<file path="config.mk">
export PLATFORM = sky130hd
export DESIGN_NAME = gpio_top
export DESIGN_NICKNAME = d
export VERILOG_FILES = /design/src/gpio_bus_pkg.sv /design/src/gpio_pin_pkg.sv /design/src/gpio_pin_sync.sv /design/src/gpio_event_fifo.sv /design/src/gpio_regs.sv /design/src/gpio_top.sv
export VERILOG_INCLUDE_DIRS = /design/src
export SDC_FILE = /design/constraint.sdc
export NUM_CORES = 1
export LEC_CHECK = 0
export BUFFER_PORTS_ARGS = -buffer_cell sky130_fd_sc_hd__buf_4
export CAP_MARGIN = 20
export CORE_UTILIZATION = 28
export CTS_CLUSTER_SIZE = 16
export DETAILED_ROUTE_END_ITERATION = 8
export PLACE_DENSITY = 0.44
export SLEW_MARGIN = 20
export SYNTH_ARGS = -nofsm -noshare
export SYNTH_HDL_FRONTEND = slang
export SYNTH_SLANG_ARGS = --single-unit
</file>
<file path="constraint.sdc">
create_clock -name bus -period 3.7 [get_ports bus]
set_input_delay 0.185 -clock bus [delete_from_list [all_inputs] [get_ports bus]]
set_output_delay 0.185 -clock bus [all_outputs]
set_load 0.1 [all_outputs]
</file>
<file path="src/gpio_params.svh">
////////////////////////////////////////////////////////////////////////////
// Sizes and register offsets shared by the GPIO port.
// Included by both packages and by the modules that decode
// addresses or size the event FIFO.
////////////////////////////////////////////////////////////////////////////

`ifndef GPIO_PARAMS_SVH
`define GPIO_PARAMS_SVH

// Number of GPIO pins
`define GPIO_DW 8
// Event FIFO entries
`define GPIO_FIFO_DEPTH 8
// Address bits decoded by the register block
`define GPIO_AW 5

// Register map, byte offsets
`define GPIO_REG_OE     'h00
`define GPIO_REG_OUT    'h04
`define GPIO_REG_IN     'h08
`define GPIO_REG_EVT_EN 'h0C
// Count in low bits, overflow in bit 8
`define GPIO_REG_STATUS 'h10
// Read pops one event
`define GPIO_REG_EVENT  'h14

`endif

</file>
<file path="src/gpio_bus_pkg.sv">
////////////////////////////////////////////////////////////////////////////
// Types for the AXI4-Lite side of the GPIO port.
// Referenced with scoped names, never imported.
////////////////////////////////////////////////////////////////////////////

`default_nettype none

`include "gpio_params.svh"

package gpio_bus_pkg;

  // Full bus address
  typedef logic [31:0] addr_t;

  // Bus data word
  typedef logic [31:0] data_t;

  // AXI response code
  typedef logic [1:0] resp_t;

  // Only response ever returned
  localparam resp_t resp_okay = 2'b00;

  // Low address bits actually decoded
  typedef logic [`GPIO_AW-1:0] reg_off_t;

endpackage

`default_nettype wire

</file>
<file path="src/gpio_pin_pkg.sv">
////////////////////////////////////////////////////////////////////////////
// Types for the pin side of the GPIO port.
// Covers pin vectors, change events and FIFO fill count.
////////////////////////////////////////////////////////////////////////////

`default_nettype none

`include "gpio_params.svh"

package gpio_pin_pkg;

  // One bit per pin
  typedef logic [`GPIO_DW-1:0] pin_vec_t;

  // Change event
  // Upper half is the change mask
  // Lower half is the pin level after the change
  typedef logic [2*`GPIO_DW-1:0] event_t;

  // FIFO fill level, 0 up to depth inclusive
  typedef logic [$clog2(`GPIO_FIFO_DEPTH+1)-1:0] count_t;

endpackage

`default_nettype wire

</file>
<file path="src/gpio_pin_sync.sv">
////////////////////////////////////////////////////////////////////////////
// Input pin synchronizer and change detector.
// Brings the pins into the bus clock domain and raises evt_push
// in every cycle where an enabled pin changed level.
////////////////////////////////////////////////////////////////////////////

`timescale 1ns/1ps
`default_nettype none

module gpio_pin_sync (
  input  logic                   bus,
  input  logic                   rst_n,
  // Raw pins from the connector
  input  gpio_pin_pkg::pin_vec_t pins,
  // Per pin change detect enable
  input  gpio_pin_pkg::pin_vec_t evt_en,
  // Synchronized pin level
  output gpio_pin_pkg::pin_vec_t level,
  // Change event strobe and payload
  output logic                   evt_push,
  output gpio_pin_pkg::event_t   evt_data
);

  // First synchronizer stage
  gpio_pin_pkg::pin_vec_t meta;
  // Level seen one cycle earlier
  gpio_pin_pkg::pin_vec_t prev;
  // Enabled pins that changed this cycle
  gpio_pin_pkg::pin_vec_t chg_mask;

  //////////////////////////////////////////////////////////////////////////
  // Synchronizer
  //////////////////////////////////////////////////////////////////////////

  // Two flops, level valid after the second edge
  always_ff @(posedge bus or negedge rst_n) begin
    if (!rst_n) begin
      meta  <= '0;
      level <= '0;
      prev  <= '0;
    end else begin
      meta  <= pins;
      level <= meta;
      // Third stage only for edge detection
      prev  <= level;
    end
  end

  //////////////////////////////////////////////////////////////////////////
  // Change detect
  //////////////////////////////////////////////////////////////////////////

  // Disabled pins never contribute
  assign chg_mask = (level ^ prev) & evt_en;

  // Any enabled edge makes one event
  assign evt_push = |chg_mask;

  // Mask on top, current level below
  assign evt_data = {chg_mask, level};

endmodule

`default_nettype wire

</file>
<file path="src/gpio_event_fifo.sv">
////////////////////////////////////////////////////////////////////////////
// Show-ahead FIFO for pin change events.
// Head entry is visible without a pop and reads zero when empty.
// Pushes into a full FIFO are lost and set a sticky overflow flag.
////////////////////////////////////////////////////////////////////////////

`timescale 1ns/1ps
`default_nettype none

`include "gpio_params.svh"

module gpio_event_fifo (
  input  logic                 bus,
  input  logic                 rst_n,
  input  logic                 push,
  input  gpio_pin_pkg::event_t push_data,
  input  logic                 pop,
  input  logic                 ovf_clr,
  output gpio_pin_pkg::event_t head_data,
  output gpio_pin_pkg::count_t count,
  output logic                 overflow
);

  localparam int unsigned DEPTH = `GPIO_FIFO_DEPTH;
  localparam int unsigned PW    = (DEPTH > 1) ? $clog2(DEPTH) : 1;

  gpio_pin_pkg::event_t mem [DEPTH];

  logic [PW-1:0] wr_ptr;
  logic [PW-1:0] rd_ptr;
  logic          empty;
  logic          full;
  logic          do_push;
  logic          do_pop;

  // Pointer advance with wrap at depth
  function automatic logic [PW-1:0] ptr_next(input logic [PW-1:0] ptr);
    if (ptr == PW'(DEPTH-1)) return '0;
    return ptr + PW'(1);
  endfunction

  assign empty = (count == '0);
  assign full  = (count == gpio_pin_pkg::count_t'(DEPTH));

  // Pop on empty is ignored
  assign do_pop  = pop & ~empty;
  // Simultaneous pop frees a slot for the push
  assign do_push = push & (~full | do_pop);

  // Storage
  always_ff @(posedge bus) begin
    if (do_push) mem[wr_ptr] <= push_data;
  end

  // Pointers and fill count
  always_ff @(posedge bus or negedge rst_n) begin
    if (!rst_n) begin
      wr_ptr <= '0;
      rd_ptr <= '0;
      count  <= '0;
    end else begin
      if (do_push) wr_ptr <= ptr_next(wr_ptr);
      if (do_pop)  rd_ptr <= ptr_next(rd_ptr);
      case ({do_push, do_pop})
        2'b10:   count <= count + gpio_pin_pkg::count_t'(1);
        2'b01:   count <= count - gpio_pin_pkg::count_t'(1);
        default: count <= count;
      endcase
    end
  end

  // Sticky overflow where a new drop wins over a clear
  always_ff @(posedge bus or negedge rst_n) begin
    if (!rst_n) begin
      overflow <= 1'b0;
    end else if (push & ~do_push) begin
      overflow <= 1'b1;
    end else if (ovf_clr) begin
      overflow <= 1'b0;
    end
  end

  // Show-ahead head
  assign head_data = empty ? '0 : mem[rd_ptr];

endmodule

`default_nettype wire

</file>
<file path="src/gpio_regs.sv">
////////////////////////////////////////////////////////////////////////////
// AXI4-Lite slave holding the GPIO register map.
// Writes need address and data valid together, reads return a
// registered data word. Reading EVENT pops the event FIFO.
////////////////////////////////////////////////////////////////////////////

`timescale 1ns/1ps
`default_nettype none

`include "gpio_params.svh"

module gpio_regs (
  input  logic                   bus,
  input  logic                   rst_n,
  // Write address and data
  input  gpio_bus_pkg::addr_t    aw_addr,
  input  logic                   aw_valid,
  output logic                   aw_ready,
  input  gpio_bus_pkg::data_t    w_data,
  input  logic                   w_valid,
  output logic                   w_ready,
  // Write response
  output gpio_bus_pkg::resp_t    b_resp,
  output logic                   b_valid,
  input  logic                   b_ready,
  // Read address
  input  gpio_bus_pkg::addr_t    ar_addr,
  input  logic                   ar_valid,
  output logic                   ar_ready,
  // Read data
  output gpio_bus_pkg::data_t    r_data,
  output gpio_bus_pkg::resp_t    r_resp,
  output logic                   r_valid,
  input  logic                   r_ready,
  // Pin side status
  input  gpio_pin_pkg::pin_vec_t level,
  input  gpio_pin_pkg::event_t   head_data,
  input  gpio_pin_pkg::count_t   count,
  input  logic                   overflow,
  // Pin side control
  output gpio_pin_pkg::pin_vec_t gpio_e,
  output gpio_pin_pkg::pin_vec_t gpio_o,
  output gpio_pin_pkg::pin_vec_t evt_en,
  output logic                   evt_pop,
  output logic                   ovf_clr
);

  //////////////////////////////////////////////////////////////////////////
  // Write channel
  //////////////////////////////////////////////////////////////////////////

  gpio_bus_pkg::reg_off_t wr_off;
  logic                   wr_both;
  logic                   wr_acc;
  logic                   b_acc;

  assign wr_off = aw_addr[`GPIO_AW-1:0];

  // Address and data must arrive together
  assign wr_both = aw_valid & w_valid;

  // Stall while an unread response is pending
  assign aw_ready = wr_both & (~b_valid | b_ready);
  assign w_ready  = wr_both & (~b_valid | b_ready);

  // Both channels transfer on the same edge
  assign wr_acc = aw_valid & aw_ready & w_valid & w_ready;
  assign b_acc  = b_valid & b_ready;

  // Writable registers
  always_ff @(posedge bus or negedge rst_n) begin
    if (!rst_n) begin
      gpio_e <= '0;
      gpio_o <= '0;
      evt_en <= '0;
    end else if (wr_acc) begin
      case (wr_off)
        `GPIO_REG_OE:     gpio_e <= w_data[`GPIO_DW-1:0];
        `GPIO_REG_OUT:    gpio_o <= w_data[`GPIO_DW-1:0];
        `GPIO_REG_EVT_EN: evt_en <= w_data[`GPIO_DW-1:0];
        // IN, STATUS, EVENT and holes keep nothing here
        default: ;
      endcase
    end
  end

  // Any write to STATUS clears the overflow flag
  assign ovf_clr = wr_acc & (wr_off == `GPIO_REG_STATUS);

  // Always OKAY
  assign b_resp = gpio_bus_pkg::resp_okay;

  // Response follows the accepting edge by one cycle
  always_ff @(posedge bus or negedge rst_n) begin
    if (!rst_n) begin
      b_valid <= 1'b0;
    end else begin
      b_valid <= wr_acc | (b_valid & ~b_acc);
    end
  end

  //////////////////////////////////////////////////////////////////////////
  // Read channel
  //////////////////////////////////////////////////////////////////////////

  gpio_bus_pkg::reg_off_t rd_off;
  gpio_bus_pkg::data_t    status_word;
  logic                   rd_acc;
  logic                   r_acc;

  assign rd_off = ar_addr[`GPIO_AW-1:0];

  // New address only once the last word is gone
  assign ar_ready = ~r_valid | r_ready;

  assign rd_acc = ar_valid & ar_ready;
  assign r_acc  = r_valid & r_ready;

  // STATUS layout
  always_comb begin
    status_word = '0;
    status_word[$bits(gpio_pin_pkg::count_t)-1:0] = count;
    status_word[8] = overflow;
  end

  // Head is consumed on the accepting edge
  assign evt_pop = rd_acc & (rd_off == `GPIO_REG_EVENT);

  // Read data, loaded only on acceptance so it holds under back-pressure
  always_ff @(posedge bus) begin
    if (rd_acc) begin
      case (rd_off)
        `GPIO_REG_OE:     r_data <= gpio_bus_pkg::data_t'(gpio_e);
        `GPIO_REG_OUT:    r_data <= gpio_bus_pkg::data_t'(gpio_o);
        `GPIO_REG_IN:     r_data <= gpio_bus_pkg::data_t'(level);
        `GPIO_REG_EVT_EN: r_data <= gpio_bus_pkg::data_t'(evt_en);
        `GPIO_REG_STATUS: r_data <= status_word;
        `GPIO_REG_EVENT:  r_data <= gpio_bus_pkg::data_t'(head_data);
        // Unmapped offsets read as zero
        default:          r_data <= '0;
      endcase
    end
  end

  assign r_resp = gpio_bus_pkg::resp_okay;

  // Valid one cycle after acceptance, held until taken
  always_ff @(posedge bus or negedge rst_n) begin
    if (!rst_n) begin
      r_valid <= 1'b0;
    end else begin
      r_valid <= rd_acc | (r_valid & ~r_acc);
    end
  end

endmodule

`default_nettype wire

</file>
<file path="src/gpio_top.sv">
////////////////////////////////////////////////////////////////////////////
// GPIO port top level with an AXI4-Lite register interface.
// Connects the pin synchronizer, event FIFO and register block.
////////////////////////////////////////////////////////////////////////////

`timescale 1ns/1ps
`default_nettype none

module gpio_top (
  input  logic                   bus,
  input  logic                   rst_n,
  // Expansion connector
  output gpio_pin_pkg::pin_vec_t gpio_e,
  output gpio_pin_pkg::pin_vec_t gpio_o,
  input  gpio_pin_pkg::pin_vec_t gpio_i,
  // AXI4-Lite write
  input  gpio_bus_pkg::addr_t    aw_addr,
  input  logic                   aw_valid,
  output logic                   aw_ready,
  input  gpio_bus_pkg::data_t    w_data,
  input  logic                   w_valid,
  output logic                   w_ready,
  output gpio_bus_pkg::resp_t    b_resp,
  output logic                   b_valid,
  input  logic                   b_ready,
  // AXI4-Lite read
  input  gpio_bus_pkg::addr_t    ar_addr,
  input  logic                   ar_valid,
  output logic                   ar_ready,
  output gpio_bus_pkg::data_t    r_data,
  output gpio_bus_pkg::resp_t    r_resp,
  output logic                   r_valid,
  input  logic                   r_ready
);

  // Synchronizer to registers and FIFO
  gpio_pin_pkg::pin_vec_t level;
  gpio_pin_pkg::pin_vec_t evt_en;
  logic                   evt_push;
  gpio_pin_pkg::event_t   evt_data;
  // FIFO and registers
  gpio_pin_pkg::event_t   head_data;
  gpio_pin_pkg::count_t   count;
  logic                   overflow;
  logic                   evt_pop;
  logic                   ovf_clr;

  gpio_pin_sync sync0 (
    .bus(bus), .rst_n(rst_n),
    .pins(gpio_i), .evt_en(evt_en),
    .level(level), .evt_push(evt_push), .evt_data(evt_data)
  );

  gpio_event_fifo fifo0 (
    .bus(bus), .rst_n(rst_n),
    .push(evt_push), .push_data(evt_data), .pop(evt_pop), .ovf_clr(ovf_clr),
    .head_data(head_data), .count(count), .overflow(overflow)
  );

  gpio_regs regs0 (
    .bus(bus), .rst_n(rst_n),
    .aw_addr(aw_addr), .aw_valid(aw_valid), .aw_ready(aw_ready),
    .w_data(w_data), .w_valid(w_valid), .w_ready(w_ready),
    .b_resp(b_resp), .b_valid(b_valid), .b_ready(b_ready),
    .ar_addr(ar_addr), .ar_valid(ar_valid), .ar_ready(ar_ready),
    .r_data(r_data), .r_resp(r_resp), .r_valid(r_valid), .r_ready(r_ready),
    .level(level), .head_data(head_data), .count(count), .overflow(overflow),
    .gpio_e(gpio_e), .gpio_o(gpio_o), .evt_en(evt_en),
    .evt_pop(evt_pop), .ovf_clr(ovf_clr)
  );

endmodule

`default_nettype wire

</file>
==> run summary <==
================================================================================
Run status                                                          finished clean
Top-level port count                                                         168
Clock transition at the registers of the reported paths                  0.06 ns
Post-synthesis async set-or-reset flop share                               29.8%
TritonCTS clock tree                                                       built
Leading register cell type out of synthesis                             edfxtp_1
Sequential Power Share                                                     46.4%
Count of different cell masters after synthesis                               49
Max Freq                                                               0.328 GHz
Placement Rows                                                                62
Detailed-routing iteration count for the pre-antenna-repair pass               4
Switching share of power                                                   30.2%
Shortest clock period the worst path allows after layout                 3.05 ns
Instance area at placement                                          0.00939 sq mm
Vias in the first global route                                              4771
Wire length reported by the detailed router                         18600 microns
Period Utilization, post-route                                             82.5%
CP Data Arrival Time                                                     3.43 ns
Total standard cell area after synthesis                            0.00832 sq mm
Portion of total power attributed to combinational logic                   21.7%
Setup crit end kind                                                         flop
Die ar.                                                             0.0304 sq mm
Post-synthesis to final-layout area growth                                 23.7%
Number of max-cap violations                                                   0
Width of the die                                                     174 microns
Static Leakage                                                           3.87 nW
Warnings from Yosys                                                            0
Antenna violations before repair                                               0
Share of cells above drive strength 1                                      36.4%
Final hold viol count                                                          0
Worst setup path category                                             reg -> reg
Violation count after the first detailed-routing iteration                   209
Fin Setup TNS                                                               0 ns
Switching power of the nets                                              2.00 mW
Die boundary height                                                  174 microns
Wire length per cell after detailed routing                         19.2 microns
Count of flip-flops with a built-in enable after synthesis                   144
Post-route cell area                                                0.0103 sq mm
Clk buf depth                                                                  3
Post-placement setup slack                                              0.650 ns
Clock Latency Late Sink                                                  0.52 ns
Final hold slack                                                       0.0296 ns
Share of synthesized area occupied by flip-flops and latches               70.3%
Avg Vias per Cell                                                           4.49
Required arrival time at the worst endpoint                              4.08 ns
Path category of the worst min-delay check                             in -> reg
Tightest Pin Transition                                                 0.908 ns
Total via count after detailed routing                                      4360
Worst slew slack as a fraction of its limit                                39.4%
H-tree Lvls                                                                    1
Final weighted congestion of routability-driven global placement           0.736
Global-route wire length before repair                              28800 microns
DRC violation count after routing                                              0
GRT Overall Usage                                                          12.7%
Synth Instances                                                              454
Total inserted antenna cells                                                   0
Grt ovf                                                                        0
Clock net sink count                                                         205
Internal power                                                           4.62 mW
Worst setup margin                                                      0.648 ns
Worst voltage drop across the vdd grid                                  0.298 mV
Setup repair after global routing missed its margin                           no
Part of the power in the clock network                                     31.9%
CTS-repair resized insts                                                       0
Clock tree root driver cell                                            clkbuf_16
Total clock buffers created by CTS                                            23
Startpoint type of the worst setup path                                     flop
Final setup violation count                                                    0
Ratio of total power to cell area                                    643 mW/mm^2
Total of buffers placed on input and output ports                             69
Antenna viol nets, final                                                       0
Initial Util                                                               28.8%
Maximum number of pins on one net before global-route repair                  62
Total chip power                                                         6.62 mW
Final-layout fill cell count                                                2706
Layout Skew                                                            0.0287 ns
HPWL after detailed placement                                       12100 microns
CP Max Fanout                                                                 11
Register bit count reported by yosys                                         205
Number of pins exceeding their max-slew limit in the final report              0
Layout net count                                                             690
Standard cell core area                                             0.0289 sq mm
Mean instance size in the synthesized netlist                         18.3 sq um
================================================================================
-- what timing repair did --
item                      CTS  global route
hold endpoints to repair   95             0
buffers inserted            0             0
hold buffers               21             0
-- cells in the mapped netlist (2+ instances only) --
cell type	n	share of area, %
edfxtp_1	144	52
dfrtp_1	61	18
mux4_2	36	9.7
mux2_2	25	3.4
buf_4	21	1.9
mux2i_1	17	2.0
nor2_1	14	0.63
nand2_1	13	0.59
and2_1	10	0.75
clkbuf_1	9	0.41
inv_1	9	0.41
xor2_1	9	0.95
a22oi_1	8	0.72
mux2_4	8	1.4
ha_1	6	0.90
buf_2	5	0.30
nor3_1	5	0.30
o21ai_0	5	0.30
a221oi_1	4	0.42
o22ai_1	4	0.30
a21o_1	3	0.27
buf_1	3	0.14
nor2b_1	3	0.23
nor4b_1	3	0.32
nand2b_1	2	0.15
nor4_1	2	0.15
or4_1	2	0.18
xnor2_1	2	0.21
-- layout by cell type, fill, tap and decap left out, types with 8 or more instances in the layout --
cell and instances:
conb_1 20, nand2_1 13, and2_1 9, nor2_1 14, clkbuf_16 23, dfrtp_1 59
buf_4 92, xor2_1 9, a22oi_1 8, mux2i_1 17, mux2_4 8, mux4_2 36
dlygate4sd3_1 21, mux2_2 25, inv_1 9, edfxtp_1 144
-- worst paths after layout --
path,slack (ns),depth (start not counted),from,endpoint
setup / recovery,0.65,11,sync0.level[6],fifo0.count[3]
hold / removal,0.03,3,r_ready,regs0.r_valid
setup reg to reg,0.65,11,sync0.level[6],fifo0.count[3]
hold reg to reg,0.35,0,sync0.meta[4],sync0.level[4]
max in group asynchronous,2.79,2,rst_n,fifo0.rd_ptr[1]
min in group asynchronous,0.31,2,rst_n,regs0.b_valid
-- critical path, stage by stage, from the launching register on --
cell and delay (ns):
dfrtp_1 0.51, xor2_1 0.22, a22oi_1 0.31, nand4_1 0.23, or2_2 0.37, inv_1 0.10
ha_1 0.24, a21o_1 0.18, a21o_1 0.18, and3_1 0.17, mux2_2 0.26, xor2_1 0.14
-- cells by family (layout without fill, tap and decap cells) --
group	Yosys count	count (layout)	synth area share [%]
xor gates and xnor gates	11	11	1.16
muxes	87	87	16.8
AOI/OAI and AO/OA	26	26	2.23
buffers and inverters	48	163	3.28
and+or+nand+nor	69	69	5.07
other	1	20	0.0451
DFF	205	205	70.3
adders and majority gates	7	7	1.14
-- per-layer routing --
layer | wire length (microns) | GRT usage, %
met1 | 8190 | 16.3
met2 | 9450 | 22.0
met3 | 590 | 2.03
met4 | 412 | 3.80
met5 | 0 | 0
-- power groups by stage --
stage               sequential, mW  clock (mW)  combinational (mW)
finish                        3.07        2.11                1.44
global route                  3.12        2.27                1.55
CTS                           3.08        2.18                1.47
detailed placement            3.13           0                1.45
global placement              3.11           0                1.43
floorplan                     3.22           0               0.865
-- through the flow --
step | util [%] | std cells
finish | 35.6 | 972
CTS | 35.6 | 972
global placement | 32.4 | 910
floorplan | - | 473
global route | 35.6 | 972
detailed placement | 32.4 | 910
-- layout make-up --
class / instances / area [sq um] / area share (%)
inverter: 9 / 33.8 / 0.328
clock buffer: 28 / 604 / 5.87
timing repair buffer: 113 / 901 / 8.75
multi-input combinational: 220 / 2330 / 22.7
sequential: 205 / 5850 / 56.9
clock inverter: 13 / 87.6 / 0.851
tap: 384 / 480 / 4.67
-- sequential cells by signal (all words and copies together), names as in the netlist, 4 cells and up --
signal / count
regs0.gpio_o: 8
fifo0.mem: 128
regs0.r_data: 16
sync0.prev: 8
regs0.gpio_e: 8
fifo0.count: 4
regs0.evt_en: 8
sync0.meta: 8
sync0.level: 8
Note: power is estimated with default switching activity, not from simulation.
